**src/logic/preheat_pkg.sv**
```systemverilog
//============================================================
// Preheat shared definitions
// Layer types, register map, payload types and pop-count rules
//============================================================
package preheat_pkg;

    typedef enum logic [1:0] {
        POINTWISE = 2'd0,
        DEPTHWISE = 2'd1,
        STANDARD  = 2'd2,
        LINEAR    = 2'd3
    } layer_type_e;

    localparam int CNT_W      = 5;               // Largest pop count is 30
    localparam int AXI_ADDR_W = 4;
    localparam int AXI_DATA_W = 32;

    localparam logic [AXI_ADDR_W-1:0] REG_CTRL_ADDR   = 4'h0;
    localparam logic [AXI_ADDR_W-1:0] REG_STATUS_ADDR = 4'h4;
    localparam logic [1:0]            RESP_OKAY       = 2'b00;

    typedef logic [7:0]  ifmap_t;
    typedef logic [15:0] ipsum_t;

    // Rows fed with ifmap words for a layer
    function automatic int ifmap_active_rows(input layer_type_e layer_type, input int num_rows);
        case (layer_type)
            DEPTHWISE, STANDARD: return (num_rows / 3) * 3;  // Whole groups of three rows
            default:             return num_rows;
        endcase
    endfunction

    // Rows fed with ipsum words for a layer
    function automatic int ipsum_active_rows(input layer_type_e layer_type, input int num_rows);
        case (layer_type)
            DEPTHWISE, STANDARD: return num_rows / 3;        // One per row group
            default:             return num_rows;
        endcase
    endfunction

    // Words each ifmap row pops before the layer starts
    function automatic logic [CNT_W-1:0] ifmap_pop_count(input layer_type_e layer_type,
                                                          input int row);
        case (layer_type)
            DEPTHWISE: return CNT_W'(3 * (row / 3 + 1));     // Grows by three per row group
            STANDARD:  return CNT_W'(3);
            default:   return CNT_W'(1);
        endcase
    endfunction

endpackage

```
**src/logic/preheat_cmd_if.sv**
```systemverilog
//============================================================
// Preheat command interface
// Load strobe, need mask and pop counts out, done mask back
//============================================================
`timescale 1ns/100ps

interface preheat_cmd_if
    import preheat_pkg::*;
#(
    parameter int NUM_ROWS = 32
) ();

    logic                            load;     // One-cycle load strobe
    logic [NUM_ROWS-1:0]             need;     // Rows that take part in preheat
    logic [NUM_ROWS-1:0][CNT_W-1:0]  pop_num;  // Pops per row, valid with load
    logic [NUM_ROWS-1:0]             done;     // Row has no pops left

    modport ctrl (
        output load,
        output need,
        output pop_num,
        input  done
    );

    modport feeder (
        input  load,
        input  need,
        input  pop_num,
        output done
    );

endinterface

```
**src/logic/row_feeder.sv**
```systemverilog
//============================================================
// Row feeder bank
// Pops each row FIFO a loaded number of times into its PE row
//============================================================
`timescale 1ns/100ps

module row_feeder
    import preheat_pkg::*;
#(
    parameter int  NUM_ROWS = 32,
    parameter type data_t   = ifmap_t
) (
    input  logic                       clk,
    input  logic                       rst_n,
    preheat_cmd_if.feeder              cmd,
    input  data_t [NUM_ROWS-1:0]       fifo_data_i,
    input  logic  [NUM_ROWS-1:0]       fifo_valid_i,   // FIFO not empty
    output logic  [NUM_ROWS-1:0]       fifo_pop_o,
    output data_t [NUM_ROWS-1:0]       pe_data_o,
    output logic  [NUM_ROWS-1:0]       pe_valid_o
);

    logic [NUM_ROWS-1:0][CNT_W-1:0] remain_q;          // Pops still owed per row

    for (genvar r = 0; r < NUM_ROWS; r++) begin : g_row

        // Pop whenever the row owes words and the FIFO has one
        assign fifo_pop_o[r] = (remain_q[r] != '0) && fifo_valid_i[r];
        assign cmd.done[r]   = (remain_q[r] == '0);

        always_ff @(posedge clk or negedge rst_n) begin
            if (!rst_n) begin
                remain_q[r] <= '0;
            end else if (cmd.load) begin
                remain_q[r] <= cmd.need[r] ? cmd.pop_num[r] : '0;
            end else if (fifo_pop_o[r]) begin
                remain_q[r] <= remain_q[r] - 1'b1;
            end
        end

        always_ff @(posedge clk or negedge rst_n) begin
            if (!rst_n) begin
                pe_valid_o[r] <= 1'b0;
            end else begin
                pe_valid_o[r] <= fifo_pop_o[r];         // Word lands one cycle after pop
            end
        end

        always_ff @(posedge clk) begin
            if (fifo_pop_o[r]) begin
                pe_data_o[r] <= fifo_data_i[r];
            end
        end

    end

endmodule

```
**src/flat_wrapper.sv**
```systemverilog
// flat-port wrapper written by rule: the top's interface ports become plain ports
module row_feeder_flat import preheat_pkg::*;
#(
    parameter int  NUM_ROWS = 32,
    parameter type data_t   = ifmap_t
)
  (clk, rst_n, fifo_data_i, fifo_valid_i, fifo_pop_o, pe_data_o, pe_valid_o, cmd_load, cmd_need, cmd_pop_num, cmd_done);
  preheat_cmd_if #(.NUM_ROWS(NUM_ROWS)) cmd_i ();
  input  logic clk;
  input  logic rst_n;
  input  data_t [NUM_ROWS-1:0] fifo_data_i;
  input  logic  [NUM_ROWS-1:0] fifo_valid_i;
  output logic  [NUM_ROWS-1:0] fifo_pop_o;
  output data_t [NUM_ROWS-1:0] pe_data_o;
  output logic  [NUM_ROWS-1:0] pe_valid_o;
  input wire logic [$bits(cmd_i.load)-1:0] cmd_load;
  input wire logic [$bits(cmd_i.need)-1:0] cmd_need;
  input wire logic [$bits(cmd_i.pop_num)-1:0] cmd_pop_num;
  output wire logic [$bits(cmd_i.done)-1:0] cmd_done;
  assign cmd_i.load = cmd_load;
  assign cmd_i.need = cmd_need;
  assign cmd_i.pop_num = cmd_pop_num;
  assign cmd_done = cmd_i.done;
  row_feeder #(.NUM_ROWS(NUM_ROWS), .data_t(data_t)) u_core (.clk(clk), .rst_n(rst_n), .cmd(cmd_i), .fifo_data_i(fifo_data_i), .fifo_valid_i(fifo_valid_i), .fifo_pop_o(fifo_pop_o), .pe_data_o(pe_data_o), .pe_valid_o(pe_valid_o));
endmodule
```
**config.mk**
```make
export PLATFORM = sky130hd
export DESIGN_NAME = row_feeder_flat
export DESIGN_NICKNAME = d
export VERILOG_FILES = /design/src/logic/preheat_pkg.sv /design/src/logic/preheat_cmd_if.sv /design/src/logic/row_feeder.sv /design/src/flat_wrapper.sv
export SDC_FILE = /design/constraint.sdc
export NUM_CORES = 1
export LEC_CHECK = 0
export BUFFER_PORTS_ARGS = -buffer_cell sky130_fd_sc_hd__buf_2
export CORE_AREA = 2 2 325 327
export CTS_BUF_LIST = sky130_fd_sc_hd__clkbuf_16
export CTS_CLUSTER_SIZE = 14
export DETAILED_ROUTE_END_ITERATION = 7
export DIE_AREA = 0 0 327 329
export GPL_ROUTABILITY_DRIVEN = 0
export HOLD_SLACK_MARGIN = 0.02
export PLACE_DENSITY_LB_ADDON = 0.12
export SYNTH_ARGS = -nofsm -noshare
export SYNTH_HDL_FRONTEND = slang
export SYNTH_SLANG_ARGS = --single-unit
```
**constraint.sdc**
```tcl
create_clock -name clk -period 1.8 [get_ports clk]
set_input_delay 0.27 -clock clk [delete_from_list [all_inputs] [get_ports clk]]
set_output_delay 0.27 -clock clk [all_outputs]
set_load 0.05 [all_outputs]
```
==> flow_summary_export.csv <==
group,metric,value,unit
run,drv_cap,0,
timing,finalHoldViolations,0,
yosys,synth_edf_count,256,
cts,numClockSinks,448,
timing,finalSetupTns,-22.46,ns
yosys,ys_seq_elements,448,
setup_path,arrival,2.05,ns
place,dp_hpwl,53500,um
floorplan,initial_utilization,0.175,
place,place_area,25400,sq um
pwr,swShare,0.321,
timing,worst_slew_pin_slew,0.427,ns
pwr,leakage,15.4,nW
pwr,seqPwrFrac,0.386,
cts,cts_inserted_buffers,56,
pwr,peakVddDrop,0.000760,V
place,placed_cells,3684,
timing,setup_viol,66,
timing,hold-worst-slack,0.0879,ns
run_status,violations,"negative setup slack",
grt,grt_pass1_wl,113000,um
route,routed_via_density,4.02,
pwr,p_comb_frac,0.281,
floorplan,die_height,329,um
finish,finalInstanceArea,35400,sq um
timing,final.setup.worst_slack,-0.520,ns
timing,slew_violations,0,
timing,relSlewSlack,0.712,
floorplan,placementRows,119,
setup_path,critPathCaptureType,"output port",
route,dr.pass1.iters,5,
yosys,postSynthCellCount,1379,
grt,grt_pass1_vias,20078,
min_path,min_path_type,"input pin to register",
cts,cts_buffer_depth,3,
route,num_vias,18247,
route,ant_nets,0,
setup_path,crit_path_start_kind,"register",
yosys,syn_avg_cell_area,13.2,sq um
yosys,async_flop_share,0.429,
yosys,yosys_warnings,0,
timing,min_period,2.32,ns
timing,max_freq,431,MHz
pwr,netSwitchingPower,10.5,mW
finish,register_area,12500,sq um
finish,final_nets,3606,
yosys,synth_area_leaders,"edfxtp_1 42%, dfrtp_1 26%, nand3_1 3.8%",
floorplan,core,104000,sq um
setup_path,cp_max_fo,4,
floorplan,die-area,108000,sq um
route,drcViolationCount,0,
finish,final_cells,4535,
yosys,ys.flop_type,"edfxtp_1",
timing,worst_clock_skew,0.0179,ns
grt,grt_max_degree,62,
cts,clk-insertion-delay-late,0.63,ns
run_status,status,"finished, violations left",
timing,rsz0062_at_grt,"yes",
pwr,finalPower,32.6,mW
grt,grt-ovfl-total,0,
place,port_buffers,834,
cts,clockRootBuffer,"clkbuf_16",
yosys,netlist_area,18300,sq um
finish,multiInputGateArea,6010,sq um
yosys,yosysTopAreaCellShare,0.421,
pwr,pwr_density_cell,920,nW/um^2
floorplan,pin_count,835,
cts,path_clk_slew,0.06,ns
timing,timing.final.crit_share,1.29,
finish,drive_gt1_frac,0.439,
grt,grt_usage,0.133,
setup_path,worstSetupPathType,"register to output port",
floorplan,die_x,327,um
route,routed_wl,74700,um
pwr,power.internal,22.1,mW
route,wl_per_cell,16.5,um
finish,nFillCells,10597,
route,drt_iter0_drc,709,
setup_path,cp.required,1.53,ns
grt,antenna_found_initial,9,
yosys,yosysTopAreaCell,"edfxtp_1",
pwr,clkPwrFrac,0.333,
yosys,syn_nets,1894,
yosys,yosysSeqAreaShare,0.684,
yosys,synth_cell_types,39,
finish,area_growth,94.0,%
cts,htree_levels,2,
cts,cts_tree,"built",
path summary, 6_finish.rpt:
| kind | start | to | slack (ns) | cells past startpoint |
|---|---|---|---|---|
| setup reg to reg | u_core.remain_q[155] | u_core.remain_q[156] | -0.01 | 7 |
| max in group asynchronous | rst_n | u_core.pe_valid_o[16] | 0.97 | 3 |
| hold / removal | cmd_need[2] | u_core.remain_q[13] | 0.09 | 3 |
| hold reg to reg | u_core.remain_q[39] | u_core.remain_q[39] | 0.57 | 2 |
| min in group asynchronous | rst_n | u_core.remain_q[136] | 0.16 | 2 |
| setup / recovery | u_core.remain_q[155] | fifo_pop_o[31] | -0.52 | 5 |
cell type report:
cell class,count,share of cell area
diodes,6,0.000424
clock buffers,57,0.0403
clock inverters,48,0.00865
inverters,99,0.0114
multi-input cells,787,0.170
flip-flops and latches,448,0.353
well taps,1391,0.0491
repair buffers,1699,0.368
worst max-delay path: stages (launching register included):
cell,delay (ns)
dfrtp_1,0.38
inv_2,0.08
ha_4,0.12
or4b_4,0.50
and2_4,0.20
buf_8,0.15
power by group through the flow:
stage	clock, mW	sequential, mW	combinational (mW)
2_1_floorplan	0	14.5	2.41
3_3_place_gp	0	12.7	6.72
3_5_place_dp	0	12.7	6.76
4_1_cts	11.3	12.6	8.93
5_1_grt	11.7	12.7	9.80
6_report	10.9	12.6	9.16
kinds of logic after synthesis:
group	after synthesis	share of synthesized area
adder cells (fa/ha/maj)	32	0.0219
AO/OA/AOI/OAI	262	0.0974
AND/OR/NAND/NOR	483	0.161
multiplexers	10	0.00548
flip-flops	448	0.684
buffers and inverters	144	0.0305
flip-flops by register name (all words and copies together) (netlist names):
register and count:
u_core.pe_data_o 256, u_core.pe_valid_o 32, u_core.remain_q 160
cell usage after synthesis, types with 2 or more instances:
master and number:
buf_1 10, or4b_2 9, mux2i_1 10, inv_1 99, or3_1 51, nor2b_1 10, or4b_1 23, clkbuf_1 24
or4_1 19, a21o_1 13, and3_1 22, nor4b_1 2, ha_1 32, or4b_4 11, dfrtp_1 192, nor3b_1 10
a22oi_1 31, o311ai_0 43, nand4_1 2, and2_1 13, o21ai_0 22, buf_2 8, nand2_1 96, edfxtp_1 256
o31ai_1 21, a311o_1 18, a21oi_1 78, a31oi_1 34, clkbuf_2 2, nor4_1 18, nor2_1 39, nand3_1 137
nor4b_2 18
what timing repair did:
action,in CTS,in global routing
hold buffers,598,0
pin swaps,38,29
endpoints found under the hold margin,608,0
setup endpoints to repair,84,85
buffers inserted,114,38
cloned,0,0
gates resized for setup,311,65
cell usage in the layout (no fill, tap or decap), drive strengths merged, types with 3 or more instances in the layout:
| cell type | n |
|---|---|
| a21o | 13 |
| bufinv | 3 |
| nand2 | 96 |
| o21ai | 22 |
| a22oi | 31 |
| dlygate4sd3 | 597 |
| inv | 111 |
| a311o | 18 |
| and2 | 13 |
| or3 | 52 |
| mux2i | 10 |
| or4 | 19 |
| nor2 | 39 |
| nor2b | 10 |
| and3 | 22 |
| nor4 | 18 |
| ha | 32 |
| a21oi | 78 |
| o311ai | 43 |
| clkbuf | 59 |
| nor3b | 10 |
| edfxtp | 256 |
| clkinv | 29 |
| diode | 6 |
| or4b | 43 |
| buf | 1100 |
| o31ai | 22 |
| clkinvlp | 4 |
| nor4b | 21 |
| dfrtp | 192 |
| a31oi | 34 |
| nand3 | 137 |
stage by stage:
stage | worst slack [ns] | util
floorplan | -0.148 | -
detailed placement | -0.101 | 0.243
global route | -0.625 | 0.339
global placement | -0.0966 | 0.243
CTS | -0.600 | 0.335
finish | -0.520 | 0.339
per-layer routing:
| layer | wire (um) | vias up | GRT usage |
|---|---|---|---|
| met4 | 1770 | 2 | 0.0413 |
| met2 | 38900 | 501 | 0.244 |
| li1 | - | 8751 | - |
| met5 | 13 | - | 0 |
| met1 | 30100 | 8898 | 0.154 |
| met3 | 3900 | 95 | 0.0281 |
(Power assumes the default switching activity.)
