File: src/logic/preheat_pkg.sv
//============================================================
// Preheat shared definitions
// Layer types, register map, payload types and pop-count rules
//============================================================
package preheat_pkg;

    typedef enum logic [1:0] {
        POINTWISE = 2'd0,
        DEPTHWISE = 2'd1,
        STANDARD  = 2'd2,
        LINEAR    = 2'd3
    } layer_type_e;

    localparam int CNT_W      = 5;               // Largest pop count is 30
    localparam int AXI_ADDR_W = 4;
    localparam int AXI_DATA_W = 32;

    localparam logic [AXI_ADDR_W-1:0] REG_CTRL_ADDR   = 4'h0;
    localparam logic [AXI_ADDR_W-1:0] REG_STATUS_ADDR = 4'h4;
    localparam logic [1:0]            RESP_OKAY       = 2'b00;

    typedef logic [7:0]  ifmap_t;
    typedef logic [15:0] ipsum_t;

    // Rows fed with ifmap words for a layer
    function automatic int ifmap_active_rows(input layer_type_e layer_type, input int num_rows);
        case (layer_type)
            DEPTHWISE, STANDARD: return (num_rows / 3) * 3;  // Whole groups of three rows
            default:             return num_rows;
        endcase
    endfunction

    // Rows fed with ipsum words for a layer
    function automatic int ipsum_active_rows(input layer_type_e layer_type, input int num_rows);
        case (layer_type)
            DEPTHWISE, STANDARD: return num_rows / 3;        // One per row group
            default:             return num_rows;
        endcase
    endfunction

    // Words each ifmap row pops before the layer starts
    function automatic logic [CNT_W-1:0] ifmap_pop_count(input layer_type_e layer_type,
                                                          input int row);
        case (layer_type)
            DEPTHWISE: return CNT_W'(3 * (row / 3 + 1));     // Grows by three per row group
            STANDARD:  return CNT_W'(3);
            default:   return CNT_W'(1);
        endcase
    endfunction

endpackage

File: src/logic/preheat_axil_regs.sv
//============================================================
// Preheat AXI4-Lite register block
// CTRL holds layer type and start, STATUS reports busy/done
//============================================================
`timescale 1ns/100ps

module preheat_axil_regs
    import preheat_pkg::*;
(
    input  logic                  clk,
    input  logic                  rst_n,
    // AXI4-Lite slave
    input  logic [AXI_ADDR_W-1:0] s_awaddr_i,
    input  logic                  s_awvalid_i,
    output logic                  s_awready_o,
    input  logic [AXI_DATA_W-1:0] s_wdata_i,
    input  logic                  s_wvalid_i,
    output logic                  s_wready_o,
    output logic [1:0]            s_bresp_o,
    output logic                  s_bvalid_o,
    input  logic                  s_bready_i,
    input  logic [AXI_ADDR_W-1:0] s_araddr_i,
    input  logic                  s_arvalid_i,
    output logic                  s_arready_o,
    output logic [AXI_DATA_W-1:0] s_rdata_o,
    output logic [1:0]            s_rresp_o,
    output logic                  s_rvalid_o,
    input  logic                  s_rready_i,
    // Controller side
    output logic                  start_o,
    output layer_type_e           layer_type_o,
    input  logic                  busy_i,
    input  logic                  done_pulse_i
);

    logic                  aw_done_q;   // Write address taken, waiting for data
    logic                  w_done_q;    // Write data taken, waiting for address
    logic [AXI_ADDR_W-1:0] awaddr_q;
    logic [AXI_DATA_W-1:0] wdata_q;
    logic                  aw_hs;
    logic                  w_hs;
    logic                  ar_hs;
    logic                  wr_fire;
    logic [AXI_ADDR_W-1:0] wr_addr;
    logic [AXI_DATA_W-1:0] wr_data;
    logic [AXI_DATA_W-1:0] rd_data;
    layer_type_e           layer_type_q;
    logic                  done_q;      // Sticky done flag

    //============================================================
    // Write channel
    //============================================================
    assign s_awready_o = !aw_done_q && !s_bvalid_o;
    assign s_wready_o  = !w_done_q && !s_bvalid_o;
    assign aw_hs       = s_awvalid_i && s_awready_o;
    assign w_hs        = s_wvalid_i && s_wready_o;

    // Commit once address and data are both in hand
    assign wr_fire = (aw_done_q || aw_hs) && (w_done_q || w_hs);
    assign wr_addr = aw_done_q ? awaddr_q : s_awaddr_i;
    assign wr_data = w_done_q ? wdata_q : s_wdata_i;
    assign s_bresp_o = RESP_OKAY;

    always_ff @(posedge clk) begin
        if (aw_hs) begin
            awaddr_q <= s_awaddr_i;
        end
        if (w_hs) begin
            wdata_q <= s_wdata_i;
        end
    end

    always_ff @(posedge clk or negedge rst_n) begin
        if (!rst_n) begin
            aw_done_q    <= 1'b0;
            w_done_q     <= 1'b0;
            s_bvalid_o   <= 1'b0;
            start_o      <= 1'b0;
            layer_type_q <= POINTWISE;
            done_q       <= 1'b0;
        end else begin
            start_o <= 1'b0;                            // Pulse lasts one cycle
            if (wr_fire) begin
                aw_done_q  <= 1'b0;
                w_done_q   <= 1'b0;
                s_bvalid_o <= 1'b1;
                if (wr_addr == REG_CTRL_ADDR) begin
                    layer_type_q <= layer_type_e'(wr_data[2:1]);
                    start_o      <= wr_data[0];
                    if (wr_data[0]) begin
                        done_q <= 1'b0;                 // New run clears done
                    end
                end
            end else begin
                if (aw_hs) begin
                    aw_done_q <= 1'b1;
                end
                if (w_hs) begin
                    w_done_q <= 1'b1;
                end
            end
            if (s_bvalid_o && s_bready_i) begin
                s_bvalid_o <= 1'b0;
            end
            if (done_pulse_i) begin
                done_q <= 1'b1;                         // Set wins over clear
            end
        end
    end

    //============================================================
    // Read channel
    //============================================================
    assign s_arready_o = !s_rvalid_o;
    assign ar_hs       = s_arvalid_i && s_arready_o;
    assign s_rresp_o   = RESP_OKAY;

    always_comb begin
        case (s_araddr_i)
            REG_CTRL_ADDR:   rd_data = {{(AXI_DATA_W-3){1'b0}}, layer_type_q, 1'b0};
            REG_STATUS_ADDR: rd_data = {{(AXI_DATA_W-2){1'b0}}, done_q, busy_i};
            default:         rd_data = '0;
        endcase
    end

    always_ff @(posedge clk) begin
        if (ar_hs) begin
            s_rdata_o <= rd_data;
        end
    end

    always_ff @(posedge clk or negedge rst_n) begin
        if (!rst_n) begin
            s_rvalid_o <= 1'b0;
        end else if (ar_hs) begin
            s_rvalid_o <= 1'b1;
        end else if (s_rready_i) begin
            s_rvalid_o <= 1'b0;
        end
    end

    assign layer_type_o = layer_type_q;

endmodule

File: config.mk
export PLATFORM = sky130hd
export DESIGN_NAME = preheat_axil_regs
export DESIGN_NICKNAME = d
export VERILOG_FILES = /design/src/logic/preheat_pkg.sv /design/src/logic/preheat_axil_regs.sv
export SDC_FILE = /design/constraint.sdc
export NUM_CORES = 1
export LEC_CHECK = 0
export BUFFER_PORTS_ARGS = -buffer_cell sky130_fd_sc_hd__buf_2
export CAP_MARGIN = 20
export CORE_MARGIN = 3
export CORE_UTILIZATION = 39
export DETAILED_ROUTE_END_ITERATION = 10
export HOLD_SLACK_MARGIN = 0.05
export PLACE_DENSITY = 0.95
export SYNTH_ARGS = -nofsm -noshare
export SYNTH_HDL_FRONTEND = slang
export SYNTH_SLANG_ARGS = --single-unit
File: constraint.sdc
create_clock -name clk -period 2.8 [get_ports clk]
set_input_delay 0.14 -clock clk [delete_from_list [all_inputs] [get_ports clk]]
set_output_delay 0.14 -clock clk [all_outputs]
set_load 0.01 [all_outputs]
==> reports/results.ini, run 1 <==
[status]
run_status=completed

[worst_hold_path]
hold_depth=2
worstHoldStart=s_araddr_i[3]
hold_end=s_rdata_o[1]$_DFFE_PP_
worstHoldPathType=in2reg

[placed_design]
post-dp-hpwl_mm=1.39
dp_slack_ns=1.15
gp_congestion=0.642
dp_cells=141
io_buffer_count=30

[yosys]
synth_compound_area_share_pct=5.77
synth_top_area_share_pct=30.1
muxShareOfSynthArea_pct=6.52
yosysUniqueCellTypes=26
yosys.area_share.simple_pct=10.8
synth-xor-area-share_pct=0
synth_edf_count=10
ys_seq_elements=18
synthTopCellsByArea=edfxtp_1 (30%), buf_4 (25%), dfrtp_1 (20%)
yosys_warnings=0
ys_top_cells_by_count=buf_4 (33), edfxtp_1 (10), dfrtp_1 (8)
synth_area_per_cell_um2=11.7
synthCells=85
yosysSeqAreaShare_pct=50.2
synthAdderAreaFrac_pct=0
synth_top_family_by_area=buffers and inverters
yosysTopAreaCell=edfxtp_1
yosysMostFrequentCell=buf_4
yosys_most_used_dff=edfxtp_1
syn_area_um2=997
synthArstFlopShare_pct=44.4

[die]
core_mm2=0.00232
num_io_pins=93
dieArea_mm2=0.00320
die_w_um=56.6
initial_utilization_pct=43.0
die_y_um=56.6
fp-row-count=17

[timing]
setup-violations-final=0
rsz0062_at_grt=no
finalSetupTns_ns=0
finalCriticalPeriod_ns=1.66
fin_crit_sh_pct=59.2
clock_skew_ns=0.00282
finalHoldViolCount=0
fmax_ghz=0.603
setup_ws_ns=1.14
slew_viol_final=0

[power_and_ir_drop]
power.share.clock_pct=16.1
p_per_area_mw_per_mm2=657
p_int_w=0.000511
peakVddDrop_uv=395
switchingPower_w=0.000269
p_leak_nw=0.572
comb_power_share_pct=32.0
switching_share_pct=34.5
p_seq_share_pct=51.8
finalPower_w=0.000780

[route]
post_drt_wl_per_cell_um=10.8
routed_wl_mm=1.68
drc=0
drtIter0Drc=11
num_vias=655
top_layer=met4
met3_length_um=206
drtAntennaViolNets=0
met1_length_um=573
drtPass1Iterations=4
vias_per_cell=4.20
wl_met2_um=899

[run]
cap_violations=0

[clocking]
cts_buffers=3
clock-root-buffer=clkbuf_4
clock_latency_ns=0.28
cts_buffer_depth=2
clkSinkCount=18
cts_tree=yes
clkSlewWorstSetupHoldPaths_ns=0.10
htree_num_levels=1

[finish]
drive_above_1_share_pct=32.0
fin_cells=156
fill_cells=214
areaGrowthSynthToFinish_pct=19.1
nNetsFinal=178
diodes=0

[setup_path]
path_class=reg2reg
reg2reg_depth=4
crit_fanout=6
worst_ep_required_time_ns=2.98
crit_path_start_kind=flip-flop
r2r_start=s_bvalid_o$_DFFE_PN0P_
cp.arrival_ns=1.83
r2r-end=layer_type_o[1]$_DFFE_PN0P_
worst-r2r-setup-slack_ns=1.14
end_kind=flip-flop

[global_routing]
antenna_found_initial=0
grt_pass1_vias=573
grt_pass1_wl_mm=2.50
grt_max_degree=11
grt-ovfl-total=0
grt_usage_pct=10.1

[per-layer routing]
metal	up-vias	GRT usage (%)
met5	-	0
met4	0	2.03
met3	2	4.14
met2	45	18.3
met1	296	10.8
li1	312	-
[state kept, by name (all words and copies together), names as in the netlist, 2 cells and up]
| register | flops |
|---|---|
| awaddr_q | 4 |
| layer_type_o | 2 |
| s_rdata_o | 3 |
| wdata_q | 3 |
[worst max-delay path, cell delays in order, from the launching register on]
cell and delay [ns]:
dfrtp_1 0.45, nor3b_2 0.41, a22oi_2 0.18, nor2_2 0.18, mux2_1 0.33
[how the worst max path moves through the flow]
stage	from	to	slack, ns	cells after the start
final	s_bvalid_o$_DFFE_PN0P_	layer_type_o[1]$_DFFE_PN0P_	1.14	4
after global routing	s_bvalid_o$_DFFE_PN0P_	layer_type_o[1]$_DFFE_PN0P_	1.03	4
after CTS	s_bvalid_o$_DFFE_PN0P_	layer_type_o[1]$_DFFE_PN0P_	1.13	4
after detailed placement	s_bvalid_o$_DFFE_PN0P_	layer_type_o[1]$_DFFE_PN0P_	1.15	4
after global placement	s_bvalid_o$_DFFE_PN0P_	layer_type_o[1]$_DFFE_PN0P_	1.23	4
after floorplan	s_bvalid_o$_DFFE_PN0P_	layer_type_o[0]$_DFFE_PN0P_	1.26	4
[stage by stage]
| step | cell area [µm²] | hold slack, ns | util (%) |
|---|---|---|---|
| 2_1_floorplan | 1120 | -0.156 | - |
| 3_3_place_gp | 1050 | -0.0135 | 45.3 |
| 3_5_place_dp | 1050 | -0.00814 | 45.3 |
| 4_1_cts | 1190 | 0.146 | 51.2 |
| 5_1_grt | 1190 | 0.129 | 51.2 |
| 6_report | 1190 | 0.159 | 51.2 |
[layout by cell type, fill, tap and decap left out, types with 3 or more instances in the layout]
cell           netlist  layout
inv_1                3       3
buf_2                0      30
dlygate4sd3_1        0      11
conb_1               1      33
edfxtp_1            10      10
clkbuf_4             0       3
nor4_1               4       4
dfrtp_1              8       8
[power groups by stage]
stage / clock [W] / sequential, W / combinational, W
floorplan: 0 / 0.000404 / 0.000187
global placement: 0 / 0.000406 / 0.000228
detailed placement: 0 / 0.000411 / 0.000240
CTS: 0.000133 / 0.000405 / 0.000252
global route: 0.000148 / 0.000414 / 0.000269
finish: 0.000126 / 0.000404 / 0.000250
[logic make-up (layout without fill, tap and decap cells)]
logic type      count (synthesis)  in the layout
other cells                     1             33
compound gates                  7              7
simple gates                   16             16
flops                          18             18
buf+inv                        37             48
mux                             6              6
[layout make-up]
class,count,area [µm²],share of cell area (%)
multi-input combinational,62,354,29.8
sequential,18,500,42.1
clock buffer,3,22.5,1.90
tap,28,35.0,2.95
clock inverter,1,3.75,0.316
inverter,3,11.3,0.948
timing repair buffer,41,260,21.9
[what timing repair did]
action,in CTS,in global routing
hold endpoints to repair,18,0
hold buffers,11,0
setup buffers,0,0
endpoints found under the setup margin,0,0
gates resized for setup,0,0
(Power assumes the default switching activity.)
==> run 2, diff against run 1 <==
- CORE_UTILIZATION: 39 -> 33
- PLACE_DENSITY: 0.95 -> 0.87
- clock period: 2.8 -> 1.5 ns (I/O delays scaled with it)
==> reports/results.ini, run 2 (same netlist as run 1, synthesis figures left out) <==
[status]
run_status=completed  ; unchanged

[finish]
areaGrowthSynthToFinish_pct=24.6  ; was 19.1%
largest_reg_flops=4  ; unchanged
layout_commonest_cell=conb_1  ; unchanged
reg.largest.list=awaddr_q x4, s_rdata_o x3, wdata_q x3  ; unchanged
diodes=0  ; unchanged
mostFrequentLayoutCells=conb_1 (33), buf_2 (30), dlygate4sd3_1 (11)  ; unchanged
fin_cells=163  ; was 156
regMostFlops=awaddr_q  ; unchanged
fill_cells=270  ; was 214
drive_above_1_share_pct=34.8  ; was 32.0%
nNetsFinal=182  ; was 178
multi_input_area_um2=375  ; was 354 µm²
ff_latch_area_um2=500  ; unchanged

[route]
vias_per_cell=4.09  ; was 4.20
num_vias=667  ; was 655
drtIter0Drc=18  ; was 11
drtAntennaViolNets=0  ; unchanged
post_drt_wl_per_cell_um=10.7  ; was 10.8 µm
drtPass1Iterations=2  ; was 4
routed_wl_mm=1.75  ; was 1.68 mm
drc=0  ; unchanged

[placed_design]
dp_cells=147  ; was 141
io_buffer_count=30  ; unchanged
gp_congestion=0.685  ; was 0.642
post-dp-hpwl_mm=1.39  ; about the same

[clocking]
cts_tree=yes  ; unchanged
htree_num_levels=1  ; unchanged
clock-root-buffer=clkbuf_4  ; unchanged
clkSinkCount=18  ; unchanged
clock_latency_ns=0.28  ; about the same
clkSlewWorstSetupHoldPaths_ns=0.10  ; about the same
cts_buffer_depth=2  ; unchanged
cts_buffers=3  ; unchanged

[power_and_ir_drop]
peakVddDrop_uv=341  ; was 395 µV
p_int_w=0.00101  ; was 0.000511 W
p_leak_nw=0.595  ; was 0.572 nW
switching_share_pct=34.3  ; was 34.5%
switchingPower_w=0.000526  ; was 0.000269 W
power.share.clock_pct=15.5  ; was 16.1%
comb_power_share_pct=36.2  ; was 32.0%
p_seq_share_pct=48.3  ; was 51.8%
p_per_area_mw_per_mm2=1230  ; was 657 mW/mm²

[die]
dieArea_mm2=0.00372  ; was 0.00320 mm²
core_mm2=0.00283  ; was 0.00232 mm²
initial_utilization_pct=35.2  ; was 43.0%
num_io_pins=93  ; unchanged
die_y_um=61.0  ; was 56.6 µm
die_w_um=61.0  ; was 56.6 µm
fp-row-count=19  ; was 17

[global_routing]
grt_max_degree=11  ; unchanged
grt_pass1_vias=565  ; was 573
top_usage_layer=met2  ; unchanged
grt_use_met3_pct=1.28  ; was 4.14%
grt-ovfl-total=0  ; unchanged
grt_usage_pct=8.89  ; was 10.1%
antenna_found_initial=0  ; unchanged
grt_pass1_wl_mm=2.44  ; was 2.50 mm
grtUsageMet2_pct=18.5  ; was 18.3%
grtUsageMet1_pct=8.76  ; was 10.8%

[timing]
finalHoldViolCount=0  ; unchanged
finalSetupTns_ns=0  ; unchanged
slew_viol_final=0  ; unchanged
fmax_ghz=0.701
rsz0062_at_grt=no  ; unchanged
setup-violations-final=0  ; unchanged
fin_crit_sh_pct=95.2
finalCriticalPeriod_ns=1.43
clock_skew_ns=0.00157  ; was 0.00282 ns

[setup_path]
crit_path_start_kind=input pin  ; was flip-flop
cp.arrival_ns=1.60  ; was 1.83 ns
worst_ep_required_time_ns=1.67  ; was 2.98 ns
crit_fanout=2  ; was 6
end_kind=flip-flop  ; unchanged
worst-r2r-setup-slack_ns=0.09  ; was 1.14 ns
path_class=in2reg  ; was reg2reg

[worst_hold_path]
worstHoldPathType=in2reg  ; unchanged

[run]
cap_violations=0  ; unchanged

==> run 2: cell count changes in the layout (fill, tap and decap cells not counted) <==
cell     previous run  this run
nor3b_4             0         1
buf_4               0         4
nor4_1              4         3
nor3b_2             1         0
nor4_4              0         1
==> run 2: layout make-up <==
class,instances,area share [%]
clock inverters,1,0.302
multi-input cells,62,30.2
flip-flops and latches,18,40.3
clock buffers,3,1.81
repair buffers,45,23.4
well taps,31,3.12
inverters,3,0.906
==> run 2: repair_timing <==
action,CTS,global route
hold buffers,11,0
setup buffers,0,1
endpoints found under the hold margin,18,0
gates resized for setup,1,1
setup endpoints to repair,2,2
pin swaps,0,3
==> run 2: final timing paths <==
check,start,endpoint,cells after the start
min in group asynchronous,rst_n,s_bvalid_o$_DFFE_PN0P_,2
worst min-delay path,s_awvalid_i,s_bvalid_o$_DFFE_PN0P_,3
worst max-delay path,s_awaddr_i[1],layer_type_o[0]$_DFFE_PN0P_,6
worst max register to register,awaddr_q[3]$_DFFE_PP_,layer_type_o[0]$_DFFE_PN0P_,4
worst min register to register,layer_type_o[0]$_DFFE_PN0P_,layer_type_o[0]$_DFFE_PN0P_,1
max in group asynchronous,rst_n,layer_type_o[0]$_DFFE_PN0P_,2
==> run 2: layer usage <==
layer / up-vias / share of wire [%]
met5: - / 0
met4: 0 / 0
met3: 0 / 9.9
met2: 42 / 54
met1: 306 / 36
li1: 319 / -
==> run 2: power groups by stage <==
stage / Sequential (W) / Clock, W / Combinational (W)
after floorplan: 0.000763 / 0 / 0.000355
after global placement: 0.000745 / 0 / 0.000517
after detailed placement: 0.000753 / 0 / 0.000529
after CTS: 0.000744 / 0.000240 / 0.000555
after global routing: 0.000763 / 0.000267 / 0.000624
final: 0.000741 / 0.000237 / 0.000556
==> run 2: critical path, cell delays in order <==
cell and delay (ns):
dlygate4sd3_1 0.54, buf_2 0.15, nor4_4 0.25, a22oi_2 0.12
nor2_2 0.14, mux2_1 0.33
==> run 2: through the flow <==
stage / util (%) / hold WS [ns] / setup WS [ns] / power, W / area, µm²
final: 43.9 / 0.0927 / 0.0727 / 0.00153 / 1240
after global routing: 43.9 / 0.0899 / 0.00456 / 0.00165 / 1240
after CTS: 43.3 / 0.0886 / 0.0154 / 0.00154 / 1230
after detailed placement: 38.3 / -0.0762 / -0.0239 / 0.00128 / 1080
after global placement: 38.3 / -0.0760 / 0.0301 / 0.00126 / 1080
after floorplan: - / -0.221 / 0.0103 / 0.00112 / 1120
==> run 3, diff against run 2 <==
- REMOVE_ABC_BUFFERS: not set -> 1
==> reports/results.ini, run 3 (same netlist as run 1, synthesis figures left out) <==
[timing]
slew_viol_final=0  ; unchanged
clock_skew_ns=0.00329  ; was 0.00157 ns
fin_crit_sh_pct=95.0  ; was 95.2%
setup_ws_ns=0.0754  ; was 0.0727 ns
finalHoldViolCount=0  ; unchanged
finalCriticalPeriod_ns=1.42  ; was 1.43 ns
setup-violations-final=0  ; unchanged
rsz0062_at_grt=yes  ; was no
fmax_ghz=0.702  ; was 0.701 GHz
timing.hold.ws_ns=0.0943  ; was 0.0927 ns

[die]
dieArea_mm2=0.00372  ; unchanged
core_mm2=0.00283  ; unchanged
die_y_um=61.0  ; unchanged
initial_utilization_pct=35.2  ; unchanged
die_w_um=61.0  ; unchanged
num_io_pins=93  ; unchanged
fp-row-count=19  ; unchanged

[placed_design]
io_buffer_count=30  ; unchanged
gp_congestion=0.711  ; was 0.685
dp_cells=147  ; unchanged
dp_slack_ns=-0.00927  ; was -0.0239 ns
post-dp-hpwl_mm=1.35  ; was 1.39 mm

[setup_path]
cp.arrival_ns=1.60  ; about the same
worst-r2r-setup-slack_ns=0.08  ; was 0.09 ns
path_class=reg2reg  ; was in2reg
end_kind=flip-flop  ; unchanged
crit_path_start=awaddr_q[3]$_DFFE_PP_  ; was s_awaddr_i[1]
worst_ep_required_time_ns=1.68  ; was 1.67 ns
r2r-end=layer_type_o[1]$_DFFE_PN0P_  ; was layer_type_o[0]$_DFFE_PN0P_
r2r_start=awaddr_q[3]$_DFFE_PP_  ; unchanged
cp-endpoint=layer_type_o[1]$_DFFE_PN0P_  ; was layer_type_o[0]$_DFFE_PN0P_
crit_fanout=2  ; unchanged
crit_path_start_kind=flip-flop  ; was input pin
reg2reg_depth=4  ; unchanged

[clocking]
cts_tree=yes  ; unchanged
clkSlewWorstSetupHoldPaths_ns=0.10  ; about the same
clock_latency_ns=0.29  ; was 0.28 ns
cts_buffers=3  ; unchanged
cts_buffer_depth=2  ; unchanged
post-cts-setup-buffers=0  ; unchanged
clock-root-buffer=clkbuf_4  ; unchanged
clkSinkCount=18  ; unchanged
htree_num_levels=1  ; unchanged

[global_routing]
grt_usage_pct=9.25  ; was 8.89%
grtUsageMet1_pct=9.30  ; was 8.76%
top_usage_layer=met2  ; unchanged
antenna_found_initial=0  ; unchanged
grt_pass1_wl_mm=2.54  ; was 2.44 mm
grt_use_met3_pct=3.83  ; was 1.28%
grt-ovfl-total=0  ; unchanged
grt_max_degree=11  ; unchanged
grtUsageMet2_pct=18.2  ; was 18.5%
grt_pass1_vias=630  ; was 565

[power_and_ir_drop]
p_leak_nw=0.591  ; was 0.595 nW
finalPower_w=0.00152  ; was 0.00153 W
p_int_w=0.00100  ; was 0.00101 W
p_per_area_mw_per_mm2=1230  ; about the same
switching_share_pct=34.1  ; was 34.3%
comb_power_share_pct=35.8  ; was 36.2%
p_seq_share_pct=48.5  ; was 48.3%
switchingPower_w=0.000520  ; was 0.000526 W
power.share.clock_pct=15.7  ; was 15.5%
peakVddDrop_uv=807  ; was 341 µV

[route]
drc=0  ; unchanged
routed_wl_mm=1.70  ; was 1.75 mm
post_drt_wl_per_cell_um=10.5  ; was 10.7 µm
drtAntennaViolNets=0  ; unchanged
num_vias=665  ; was 667
vias_per_cell=4.10  ; was 4.09
drtIter0Drc=4  ; was 18
drtPass1Iterations=2  ; unchanged

[finish]
layout_commonest_cell=conb_1  ; unchanged
largest_reg_flops=4  ; unchanged
diodes=0  ; unchanged
drive_above_1_share_pct=34.4  ; was 34.8%
nNetsFinal=181  ; was 182
regMostFlops=awaddr_q  ; unchanged
mostFrequentLayoutCells=conb_1 (33), buf_2 (30), dlygate4sd3_1 (11)  ; unchanged
areaGrowthSynthToFinish_pct=24.1  ; was 24.6%
fin_cells=162  ; was 163
reg.largest.list=awaddr_q x4, s_rdata_o x3, wdata_q x3  ; unchanged

[run]
cap_violations=0  ; unchanged

[worst_hold_path]
worstHoldPathType=in2reg  ; unchanged

[status]
run_status=completed  ; unchanged

[run 3: worst min path at each step]
stage                       start                           to  slack, ns  depth (start not counted)
finish              s_araddr_i[3]       s_rdata_o[2]$_DFFE_PP_       0.09                          2
global route        s_araddr_i[3]       s_rdata_o[0]$_DFFE_PP_       0.08                          2
CTS                 s_araddr_i[3]       s_rdata_o[2]$_DFFE_PP_       0.08                          2
detailed placement          rst_n  layer_type_o[1]$_DFFE_PN0P_      -0.08                          1
global placement            rst_n  layer_type_o[1]$_DFFE_PN0P_      -0.08                          1
floorplan                   rst_n        aw_done_q$_DFFE_PN0P_      -0.22                          0
[run 3: final cells by class]
type / instances / area, µm²
Clock buffer: 3 / 22.5
Clock inverter: 1 / 3.75
Fill cell: 263 / 1590
Inverter: 3 / 11.3
Multi-Input combinational cell: 62 / 378
Sequential cell: 18 / 500
Tap cell: 31 / 38.8
Timing Repair Buffer: 44 / 283
[run 3: layer usage]
layer,vias up,share of wire (%),wire (µm)
li1,321,-,-
met1,305,37,625
met4,0,0,0
met5,-,0,0
met3,0,11,184
met2,39,52,894
[run 3: worst max-delay path, cell delays in order, from the launching register on]
cell,delay (ns)
edfxtp_1,0.43
nor4_4,0.32
a22oi_2,0.11
nor2_2,0.13
mux2_1,0.32
[run 3: what timing repair did]
action,in CTS,in global routing
hold endpoints to repair,18,0
endpoints found under the setup margin,2,2
resized for setup,1,2
pin swaps,0,3
hold buffers,11,0
[run 3: per-stage QoR]
step / setup TNS, ns / instance area (µm²) / util, %
final: 0 / 1240 / 43.7
after global routing: -0.0108 / 1240 / 43.7
after CTS: 0 / 1220 / 43.1
after detailed placement: -0.0185 / 1080 / 38.1
after global placement: 0 / 1080 / 38.1
after floorplan: -0.0804 / 866 / -
[run 3: power by group through the flow]
stage                     Combinational, W  Sequential [W]  Clock (W)
after floorplan                   0.000259        0.000773          0
after detailed placement          0.000522        0.000740          0
after CTS                         0.000547        0.000733   0.000248
final                             0.000545        0.000738   0.000240
after global routing              0.000607        0.000756   0.000278
after global placement            0.000514        0.000735          0
